File: config.mk
export PLATFORM = sky130hd
export DESIGN_NAME = rob_top
export DESIGN_NICKNAME = d
export VERILOG_FILES = /design/src/design/rob_pkg.sv /design/src/design/rob_if.sv /design/src/design/rob_ctrl.sv /design/src/design/rob_entry_file.sv /design/src/design/rename_table.sv /design/src/design/rob_top.sv
export SDC_FILE = /design/constraint.sdc
export NUM_CORES = 2
export LEC_CHECK = 0
export BUFFER_PORTS_ARGS = -buffer_cell sky130_fd_sc_hd__buf_4
export CAP_MARGIN = 25
export CORE_MARGIN = 1
export CORE_UTILIZATION = 50
export DETAILED_ROUTE_END_ITERATION = 7
export GPL_TIMING_DRIVEN = 0
export PLACE_DENSITY = 0.66
export SYNTH_ARGS = -nofsm -noshare
export SYNTH_HDL_FRONTEND = slang
export SYNTH_SLANG_ARGS = --single-unit
File: constraint.sdc
create_clock -name clk -period 10.9 [get_ports clk]
set_input_delay 0 -clock clk [delete_from_list [all_inputs] [get_ports clk]]
set_output_delay 0 -clock clk [all_outputs]
set_load 0.02 [all_outputs]
File: src/design/rob_pkg.sv
`default_nettype none

package rob_pkg;

    localparam int DATA_W = 32;
    localparam int ADDR_W = 32;
    localparam int REGNM_W = 5;

    // architectural register file size
    localparam int REG_COUNT = 2 ** REGNM_W;

    typedef logic [DATA_W-1:0] data_t;
    typedef logic [ADDR_W-1:0] addr_t;

    // x0 is hardwired, never renamed
    typedef logic [REGNM_W-1:0] regnm_t;

    // kind of instruction held by a reorder entry
    typedef enum logic [1:0] {
        OP_ALU    = 2'd0,
        OP_BRANCH = 2'd1,
        OP_STORE  = 2'd2
    } op_kind_t;

endpackage

`default_nettype wire

File: src/design/rob_if.sv
`timescale 1ns/1ns
`default_nettype none

// result writeback from ex or lsb
interface rob_wb_if #(
    parameter int TAG_W = 4
);
    logic                en;
    logic [TAG_W-1:0]    tag;
    rob_pkg::data_t      data;
    logic                taken;
    rob_pkg::addr_t      target;

    modport sink (
        input en,
        input tag,
        input data,
        input taken,
        input target
    );
endinterface

// entry allocation at dispatch
interface rob_alloc_if #(
    parameter int TAG_W = 4
);
    logic                en;
    logic [TAG_W-1:0]    tag;
    rob_pkg::regnm_t     regnm;
    rob_pkg::op_kind_t   kind;
    logic                predicted;

    // grant and tail tag come from the control block
    modport ctrl (
        output en,
        output tag
    );

    modport sink (
        input en,
        input tag,
        input regnm,
        input kind,
        input predicted
    );
endinterface

`default_nettype wire

File: src/design/rob_ctrl.sv
`timescale 1ns/1ns
`default_nettype none

module rob_ctrl #(
    parameter int ROB_DEPTH = 16
) (
    input  wire                            clk,
    input  wire                            rst,
    rob_alloc_if.ctrl                      alloc,
    input  logic                           dispatch_valid,
    input  logic                           head_done,
    input  rob_pkg::op_kind_t              head_kind,
    input  logic                           head_mispredict,
    input  rob_pkg::regnm_t                head_regnm,
    input  rob_pkg::data_t                 head_data,
    input  rob_pkg::addr_t                 head_target,
    output logic                           retire,
    output logic [$clog2(ROB_DEPTH)-1:0]   retire_tag,
    output logic                           flush,
    output logic                           full,
    output logic                           rf_we,
    output rob_pkg::regnm_t                rf_regnm,
    output rob_pkg::data_t                 rf_data,
    output logic [$clog2(ROB_DEPTH)-1:0]   rf_tag,
    output logic                           store_commit_en,
    output logic [$clog2(ROB_DEPTH)-1:0]   store_commit_tag,
    output logic                           redirect_en,
    output rob_pkg::addr_t                 redirect_pc
);

    localparam int TAG_W = $clog2(ROB_DEPTH);
    localparam logic [TAG_W:0] FULL_COUNT = (TAG_W + 1)'(ROB_DEPTH);

    logic [TAG_W-1:0] head;
    logic [TAG_W-1:0] tail;
    logic [TAG_W:0]   count;
    logic             head_valid;
    logic             head_store;

    assign full       = (count == FULL_COUNT);
    assign head_valid = (count != '0);
    assign head_store = (head_kind == rob_pkg::OP_STORE);

    assign alloc.en  = dispatch_valid && !full;
    assign alloc.tag = tail;

    // stores leave at the head without waiting for a result
    assign retire     = head_valid && (head_store || head_done);
    assign retire_tag = head;
    assign flush      = retire && !head_store && head_mispredict;

    always_ff @(posedge clk) begin
        if (rst) begin
            head  <= '0;
            tail  <= '0;
            count <= '0;
        end else if (flush) begin
            // restart right after the mispredicted branch
            head  <= head + 1'b1;
            tail  <= head + 1'b1;
            count <= '0;
        end else begin
            if (alloc.en) begin
                tail <= tail + 1'b1;
            end
            if (retire) begin
                head <= head + 1'b1;
            end
            case ({alloc.en, retire})
                2'b10:   count <= count + 1'b1;
                2'b01:   count <= count - 1'b1;
                default: count <= count;
            endcase
        end
    end

    // commit strobes
    always_ff @(posedge clk) begin
        if (rst) begin
            rf_we           <= 1'b0;
            store_commit_en <= 1'b0;
            redirect_en     <= 1'b0;
        end else begin
            rf_we           <= retire && !head_store;
            store_commit_en <= retire && head_store;
            redirect_en     <= flush;
        end
    end

    always_ff @(posedge clk) begin
        if (retire) begin
            rf_regnm         <= head_regnm;
            rf_data          <= head_data;
            rf_tag           <= head;
            store_commit_tag <= head;
            redirect_pc      <= head_target;
        end
    end

endmodule

`default_nettype wire

File: src/design/rob_entry_file.sv
`timescale 1ns/1ns
`default_nettype none

module rob_entry_file #(
    parameter int ROB_DEPTH = 16
) (
    input  wire                            clk,
    input  wire                            rst,
    rob_alloc_if.sink                      alloc,
    rob_wb_if.sink                         ex_wb,
    rob_wb_if.sink                         lsb_wb,
    input  logic                           retire,
    input  logic [$clog2(ROB_DEPTH)-1:0]   retire_tag,
    input  logic                           flush,
    input  logic [$clog2(ROB_DEPTH)-1:0]   head_tag,
    output logic                           head_done,
    output rob_pkg::op_kind_t              head_kind,
    output logic                           head_mispredict,
    output rob_pkg::regnm_t                head_regnm,
    output rob_pkg::data_t                 head_data,
    output rob_pkg::addr_t                 head_target
);

    // entry state
    logic [ROB_DEPTH-1:0] valid;
    logic [ROB_DEPTH-1:0] done;

    // entry payload
    rob_pkg::regnm_t      regnm_q  [ROB_DEPTH];
    rob_pkg::op_kind_t    kind_q   [ROB_DEPTH];
    rob_pkg::data_t       data_q   [ROB_DEPTH];
    rob_pkg::addr_t       target_q [ROB_DEPTH];
    logic [ROB_DEPTH-1:0] predicted_q;
    logic [ROB_DEPTH-1:0] taken_q;

    always_ff @(posedge clk) begin
        if (rst || flush) begin
            valid <= '0;
            done  <= '0;
        end else begin
            if (alloc.en) begin
                valid[alloc.tag] <= 1'b1;
                done[alloc.tag]  <= 1'b0;
            end
            // late results for a squashed slot are dropped
            if (ex_wb.en && valid[ex_wb.tag]) begin
                done[ex_wb.tag] <= 1'b1;
            end
            if (lsb_wb.en && valid[lsb_wb.tag]) begin
                done[lsb_wb.tag] <= 1'b1;
            end
            if (retire) begin
                valid[retire_tag] <= 1'b0;
                done[retire_tag]  <= 1'b0;
            end
        end
    end

    always_ff @(posedge clk) begin
        if (alloc.en) begin
            regnm_q[alloc.tag]     <= alloc.regnm;
            kind_q[alloc.tag]      <= alloc.kind;
            predicted_q[alloc.tag] <= alloc.predicted;
        end
        if (ex_wb.en) begin
            data_q[ex_wb.tag]   <= ex_wb.data;
            taken_q[ex_wb.tag]  <= ex_wb.taken;
            target_q[ex_wb.tag] <= ex_wb.target;
        end
        if (lsb_wb.en) begin
            data_q[lsb_wb.tag]   <= lsb_wb.data;
            taken_q[lsb_wb.tag]  <= lsb_wb.taken;
            target_q[lsb_wb.tag] <= lsb_wb.target;
        end
    end

    // head view for the control block
    assign head_done   = done[head_tag];
    assign head_kind   = kind_q[head_tag];
    assign head_regnm  = regnm_q[head_tag];
    assign head_data   = data_q[head_tag];
    assign head_target = target_q[head_tag];

    // only branches can mispredict
    assign head_mispredict = (kind_q[head_tag] == rob_pkg::OP_BRANCH)
                             && (predicted_q[head_tag] != taken_q[head_tag]);

endmodule

`default_nettype wire

File: src/design/rename_table.sv
`timescale 1ns/1ns
`default_nettype none

module rename_table #(
    parameter int ROB_DEPTH = 16
) (
    input  wire                            clk,
    input  wire                            rst,
    rob_alloc_if.sink                      alloc,
    input  logic                           retire,
    input  logic [$clog2(ROB_DEPTH)-1:0]   retire_tag,
    input  rob_pkg::regnm_t                retire_regnm,
    input  logic                           flush,
    input  rob_pkg::regnm_t                src_regnm,
    output logic                           src_busy,
    output logic [$clog2(ROB_DEPTH)-1:0]   src_tag
);

    localparam int TAG_W = $clog2(ROB_DEPTH);

    logic [rob_pkg::REG_COUNT-1:0] busy;
    logic [TAG_W-1:0]              tag_q [rob_pkg::REG_COUNT];
    logic                          renames;
    logic                          producer_leaves;

    // x0 never gets a producer
    assign renames = alloc.en && (alloc.regnm != '0);

    // an older producer retiring leaves the newer mapping alone
    assign producer_leaves = retire && busy[retire_regnm]
                             && (tag_q[retire_regnm] == retire_tag);

    always_ff @(posedge clk) begin
        if (rst || flush) begin
            busy <= '0;
        end else begin
            if (producer_leaves) begin
                busy[retire_regnm] <= 1'b0;
            end
            // a new producer wins over a retiring one
            if (renames) begin
                busy[alloc.regnm] <= 1'b1;
            end
        end
    end

    always_ff @(posedge clk) begin
        if (renames) begin
            tag_q[alloc.regnm] <= alloc.tag;
        end
    end

    assign src_busy = busy[src_regnm];
    assign src_tag  = tag_q[src_regnm];

endmodule

`default_nettype wire

File: src/design/rob_top.sv
`timescale 1ns/1ns
`default_nettype none

module rob_top #(
    parameter int ROB_DEPTH = 16
) (
    input  wire                            clk,
    input  wire                            rst,
    // dispatch
    input  logic                           dispatch_valid,
    input  rob_pkg::regnm_t                dispatch_regnm,
    input  rob_pkg::op_kind_t              dispatch_kind,
    input  logic                           dispatch_predicted,
    output logic                           dispatch_en,
    output logic [$clog2(ROB_DEPTH)-1:0]   dispatch_tag,
    output logic                           full,
    // execute writeback
    input  logic                           ex_en,
    input  logic [$clog2(ROB_DEPTH)-1:0]   ex_tag,
    input  rob_pkg::data_t                 ex_data,
    input  logic                           ex_taken,
    input  rob_pkg::addr_t                 ex_target,
    // load/store buffer writeback
    input  logic                           lsb_en,
    input  logic [$clog2(ROB_DEPTH)-1:0]   lsb_tag,
    input  rob_pkg::data_t                 lsb_data,
    // rename lookup
    input  rob_pkg::regnm_t                src_regnm,
    output logic                           src_busy,
    output logic [$clog2(ROB_DEPTH)-1:0]   src_tag,
    // commit
    output logic                           rf_we,
    output rob_pkg::regnm_t                rf_regnm,
    output rob_pkg::data_t                 rf_data,
    output logic [$clog2(ROB_DEPTH)-1:0]   rf_tag,
    output logic                           store_commit_en,
    output logic [$clog2(ROB_DEPTH)-1:0]   store_commit_tag,
    output logic                           redirect_en,
    output rob_pkg::addr_t                 redirect_pc
);

    localparam int TAG_W = $clog2(ROB_DEPTH);

    logic              head_done;
    rob_pkg::op_kind_t head_kind;
    logic              head_mispredict;
    rob_pkg::regnm_t   head_regnm;
    rob_pkg::data_t    head_data;
    rob_pkg::addr_t    head_target;
    logic              retire;
    logic [TAG_W-1:0]  retire_tag;
    logic              flush;

    rob_alloc_if #(.TAG_W(TAG_W)) alloc_bus ();
    rob_wb_if    #(.TAG_W(TAG_W)) ex_wb ();
    rob_wb_if    #(.TAG_W(TAG_W)) lsb_wb ();

    assign alloc_bus.regnm     = dispatch_regnm;
    assign alloc_bus.kind      = dispatch_kind;
    assign alloc_bus.predicted = dispatch_predicted;
    assign dispatch_en         = alloc_bus.en;
    assign dispatch_tag        = alloc_bus.tag;

    assign ex_wb.en     = ex_en;
    assign ex_wb.tag    = ex_tag;
    assign ex_wb.data   = ex_data;
    assign ex_wb.taken  = ex_taken;
    assign ex_wb.target = ex_target;

    // loads never branch
    assign lsb_wb.en     = lsb_en;
    assign lsb_wb.tag    = lsb_tag;
    assign lsb_wb.data   = lsb_data;
    assign lsb_wb.taken  = 1'b0;
    assign lsb_wb.target = '0;

    rob_ctrl #(.ROB_DEPTH(ROB_DEPTH)) rob_ctrl_i (
        .clk              (clk),
        .rst              (rst),
        .alloc            (alloc_bus.ctrl),
        .dispatch_valid   (dispatch_valid),
        .head_done        (head_done),
        .head_kind        (head_kind),
        .head_mispredict  (head_mispredict),
        .head_regnm       (head_regnm),
        .head_data        (head_data),
        .head_target      (head_target),
        .retire           (retire),
        .retire_tag       (retire_tag),
        .flush            (flush),
        .full             (full),
        .rf_we            (rf_we),
        .rf_regnm         (rf_regnm),
        .rf_data          (rf_data),
        .rf_tag           (rf_tag),
        .store_commit_en  (store_commit_en),
        .store_commit_tag (store_commit_tag),
        .redirect_en      (redirect_en),
        .redirect_pc      (redirect_pc)
    );

    rob_entry_file #(.ROB_DEPTH(ROB_DEPTH)) rob_entry_file_i (
        .clk             (clk),
        .rst             (rst),
        .alloc           (alloc_bus.sink),
        .ex_wb           (ex_wb.sink),
        .lsb_wb          (lsb_wb.sink),
        .retire          (retire),
        .retire_tag      (retire_tag),
        .flush           (flush),
        .head_tag        (retire_tag),
        .head_done       (head_done),
        .head_kind       (head_kind),
        .head_mispredict (head_mispredict),
        .head_regnm      (head_regnm),
        .head_data       (head_data),
        .head_target     (head_target)
    );

    rename_table #(.ROB_DEPTH(ROB_DEPTH)) rename_table_i (
        .clk          (clk),
        .rst          (rst),
        .alloc        (alloc_bus.sink),
        .retire       (retire),
        .retire_tag   (retire_tag),
        .retire_regnm (head_regnm),
        .flush        (flush),
        .src_regnm    (src_regnm),
        .src_busy     (src_busy),
        .src_tag      (src_tag)
    );

endmodule

`default_nettype wire

==> metrics.md <==
| Metric | Value |
|---|---|
| Max H-tree Level | 4 |
| Setup Skew | 0.0227 ns |
| Internal power | 10.8 mW |
| TritonCTS clock tree | done |
| Num CTS Buffers | 152 |
| Critical path data required time | 11.41 ns |
| Clock power frac | 33.8% |
| Largest net degree at the start of global routing | 73 |
| Critical path endpoint category | flop |
| Initial Util | 50.6% |
| DR WL met3 | 20900 µm |
| Hold Vio Cnt, Final | 0 |
| Port Buf Inserts | 171 |
| First-pass DRT Iterations | 7 |
| Distinct cells, synth | 66 |
| FMAX | 194 MHz |
| Met1 WL | 80200 µm |
| CTS sink count | 1453 |
| Logic pwr share | 22.3% |
| Reg power frac | 43.9% |
| Final WL | 206000 µm |
| Main combinational cell family by area after synthesis | multiplexers |
| Setup Fix Bufs, Post-CTS | 0 |
| Remaining antenna violation count | 0 |
| Row Count | 132 |
| IO Count | 214 |
| Slew Limit Headroom | 20.4% |
| Initial antenna violation count | 24 |
| CTS Buffer Depth | 3 |
| Pwr per Cell Area | 196 mW/mm² |
| Final Cell Area | 0.0770 mm² |
| Critical Path Fanout Max | 10 |
| Post-CTS resize count | 0 |
| Reg-to-reg slack, setup | 5.75 ns |
| Max-cap violations | 0 |
| Via density | 6.09 |
| Reg clk slew, reported paths | 0.06 ns |
| Post-synthesis sequential area ratio | 57.0% |
| Yosys warns | 0 |
| Synth Area in Simple Gates | 8.77% |
| Die Y | 365 µm |
| GR Util All Layers | 30.9% |
| Root buf cell | clkbuf_16 |
| VDD IR-drop max | 0.158 mV |
| Cells after synthesis | 5213 |
| #FFs+latches synth | 1453 |
| Initial DRC Count | 5728 |
| TNS Setup | 0 ns |
| Status | finished, final reports clean |
| Reg-to-reg startpoint | rob_ctrl_i.retire_tag[0]$_SDFFE_PP0N_ |
| Pleak | 25.9 nW |
| Dpl cell area | 0.0705 mm² |
| Area growth syn-to-layout | 17.1% |
| Hold Crit Class | in2reg |
| Pwr Total | 15.1 mW |
| Worst reg2reg endpoint | rob_ctrl_i.redirect_pc[6]$_DFFE_PN_ |
| GRT overflow | 0 |
| Hold buffer count at cts | 146 |
| Mean Syn Cell Area | 12.6 µm² |
| Post-Synth Adder-Cell Area | 0.259% |
| Via count | 46600 |
| Final #Nets | 5908 |
| Net load switching power | 4.33 mW |
| Met2 Wirelength | 96800 µm |
| Placed Cells | 7200 |
| Arrival @ worst endpoint | 5.66 ns |
| Setup crit start kind | flop |
| Worst-Skew Late Latency | 0.79 ns |
| Number of synthesized flops with an enable pin | 841 |
| Die Width | 365 µm |
| Number of global-route vias before repair | 45500 |
| Unrepaired setup endpoints after global routing | no |
| Non-filler cells, final | 7652 |
| Slew Viols, Final | 0 |
| Crit Path Class | reg2reg |
| Mapped cell area | 0.0658 mm² |
| Final worst path period need | 5.15 ns |
| HPWL Detailed | 142000 µm |
| First-pass GRT wire length | 300000 µm |
| Multiplexer area fraction after synthesis | 24.4% |
| Full die area | 0.133 mm² |
| Gp weighted congestion | 0.940 |
| Synth Area in Compound Gates | 6.04% |
| Core area | 0.130 mm² |
| XOR/XNOR Fraction of Synth Area | 0.226% |
| Asr flop ratio synth | 0% |
| Sw frac | 28.7% |
| CP endpoint | rob_ctrl_i.redirect_pc[6]$_DFFE_PN_ |
| Worst Reg-to-Reg Cells | 7 |
| DRC Markers | 0 |
| Highest metal used | met5 |
| Layout cells sized above 1 | 25.4% |
| Final Cycle Share | 47.2% |
| Worst Setup SP | rob_ctrl_i.retire_tag[0]$_SDFFE_PP0N_ |
| Count of final setup violators | 0 |
| Synth Flop Type | edfxtp_1 |
| Worst-Margin Slew | 1.19 ns |
| WL/cell | 26.9 µm |
-- through the flow --
step / hold WS, ns / util (%) / setup slack [ns]
2_1_floorplan: 0.0716 / - / 6.53
3_3_place_gp: 0.297 / 53.3 / 3.87
3_5_place_dp: 0.310 / 54.2 / 5.72
5_1_grt: 0.101 / 59.2 / 5.61
6_report: 0.0873 / 59.2 / 5.75
4_1_cts: 0.0301 / 59.1 / 5.71
-- critical path, cell delays in order (launching register included) --
cell,delay (ns)
dfxtp_1,0.41
clkbuf_1,0.34
buf_2,0.47
clkbuf_1,0.84
clkbuf_2,0.80
buf_1,0.77
mux4_2,0.67
mux4_2,0.54
-- placed cells by master (no fill, tap or decap), types with 12 or more instances in the layout --
cell | synthesis | final
a22oi_1 | 16 | 16
a21oi_1 | 562 | 562
clkbuf_1 | 391 | 439
diode_2 | 0 | 12
clkbuf_16 | 0 | 162
nand2_1 | 1181 | 1181
mux4_2 | 420 | 420
clkinv_2 | 0 | 24
buf_6 | 4 | 21
buf_8 | 1 | 40
nor3_1 | 25 | 22
dlygate4sd3_1 | 0 | 146
buf_12 | 0 | 14
buf_1 | 74 | 73
inv_1 | 35 | 35
mux2_2 | 526 | 526
ha_1 | 12 | 12
nand3_1 | 22 | 22
clkbuf_8 | 0 | 14
clkinv_1 | 0 | 15
a31oi_1 | 26 | 26
nand2b_2 | 0 | 12
dfxtp_1 | 612 | 612
nand3b_1 | 12 | 12
buf_4 | 12 | 189
a221oi_1 | 14 | 14
edfxtp_1 | 841 | 841
nor2_1 | 136 | 136
mux2i_1 | 60 | 60
buf_2 | 23 | 23
o21ai_0 | 56 | 52
-- layout make-up --
type	instances	area, µm²
buffer	505	2020
fill	10300	53000
inverter	40	150
clock inverter	55	395
clock buffer	225	4430
timing repair buffer	402	4090
sequential	1453	37500
tap	1742	2180
antenna	12	30.0
multi-input combinational	3218	26200
-- power groups by stage --
stage               clock network, mW  logic, mW  registers [mW]
floorplan                           0       2.06            6.74
global placement                    0       3.09            6.73
detailed placement                  0       3.25            6.73
CTS                              5.13       3.31            6.61
global route                     5.35       3.55            6.67
finish                           5.11       3.36            6.62
-- state kept, by name, indices dropped and copies added (netlist names), named ones only --
register,flops
rob_entry_file_i.taken_q,16
rob_entry_file_i.data_q,512
rob_entry_file_i.done,16
rob_entry_file_i.target_q,512
rob_ctrl_i.retire_tag,4
rob_ctrl_i.rf_data,32
rob_entry_file_i.valid,16
rob_entry_file_i.regnm_q,80
rob_ctrl_i.rf_tag,4
rob_ctrl_i.rf_regnm,5
rob_ctrl_i.alloc.tag,4
rob_ctrl_i.redirect_en,1
rob_ctrl_i.rf_we,1
rob_entry_file_i.kind_q,32
rob_entry_file_i.predicted_q,16
rob_ctrl_i.redirect_pc,32
rename_table_i.busy,32
rename_table_i.tag_q,128
rob_ctrl_i.count,5
rob_ctrl_i.store_commit_en,1
-- metal layers --
| metal | vias up | GRT usage (%) |
|---|---|---|
| met1 | 23300 | 41.5 |
| met4 | 30 | 11.8 |
| met2 | 2536 | 48.9 |
| met3 | 511 | 7.09 |
| li1 | 20200 | - |
| met5 | - | 0.327 |
-- Yosys cell counts (6+ instances only) --
cell type / instances / area (µm²)
buf_1: 74 / 278
a21oi_1: 562 / 2810
a32oi_1: 8 / 70.1
nor2_1: 136 / 510
dfxtp_1: 612 / 12300
mux4_2: 420 / 9460
clkbuf_1: 391 / 1470
a22oi_1: 16 / 120
mux2_2: 526 / 5920
or2_2: 7 / 43.8
nand4_1: 6 / 37.5
nand2_1: 1181 / 4430
xor2_1: 6 / 52.6
o31ai_1: 6 / 45.0
a31oi_1: 26 / 163
nand3_1: 22 / 110
mux2i_1: 60 / 601
nand2b_1: 23 / 144
buf_2: 23 / 115
nand3b_1: 12 / 90.1
a221oi_1: 14 / 123
inv_1: 35 / 131
nor3_1: 25 / 125
buf_4: 12 / 90.1
edfxtp_1: 841 / 25300
xnor2_1: 11 / 96.3
o21ai_0: 56 / 280
ha_1: 12 / 150
o311ai_1: 6 / 52.6
-- how the worst min path moves through the flow --
stage	from	to	slack, ns	depth (start not counted)
after floorplan	rst	rob_ctrl_i.redirect_en$_SDFF_PP0_	0.07	1
after detailed placement	dispatch_kind[1]	rob_entry_file_i.kind_q[14][1]$_DFFE_PP_	0.31	1
final	lsb_tag[1]	rob_entry_file_i.done[2]$_SDFF_PP0_	0.09	4
after CTS	lsb_tag[1]	rob_entry_file_i.done[2]$_SDFF_PP0_	0.03	4
after global routing	rst	rob_ctrl_i.redirect_en$_SDFF_PP0_	0.10	3
after global placement	dispatch_kind[0]	rob_entry_file_i.kind_q[5][0]$_DFFE_PP_	0.30	1
-- kinds of logic after synthesis --
kind of cell,count (synthesis)
and+or+nand+nor,1444
buffers and inverters,545
DFF,1453
muxes,1009
xor gates and xnor gates,17
AOI/OAI and AO/OA,731
adders and majority gates,13
other,1
No activity file was read; power rests on OpenSTA's default activity.
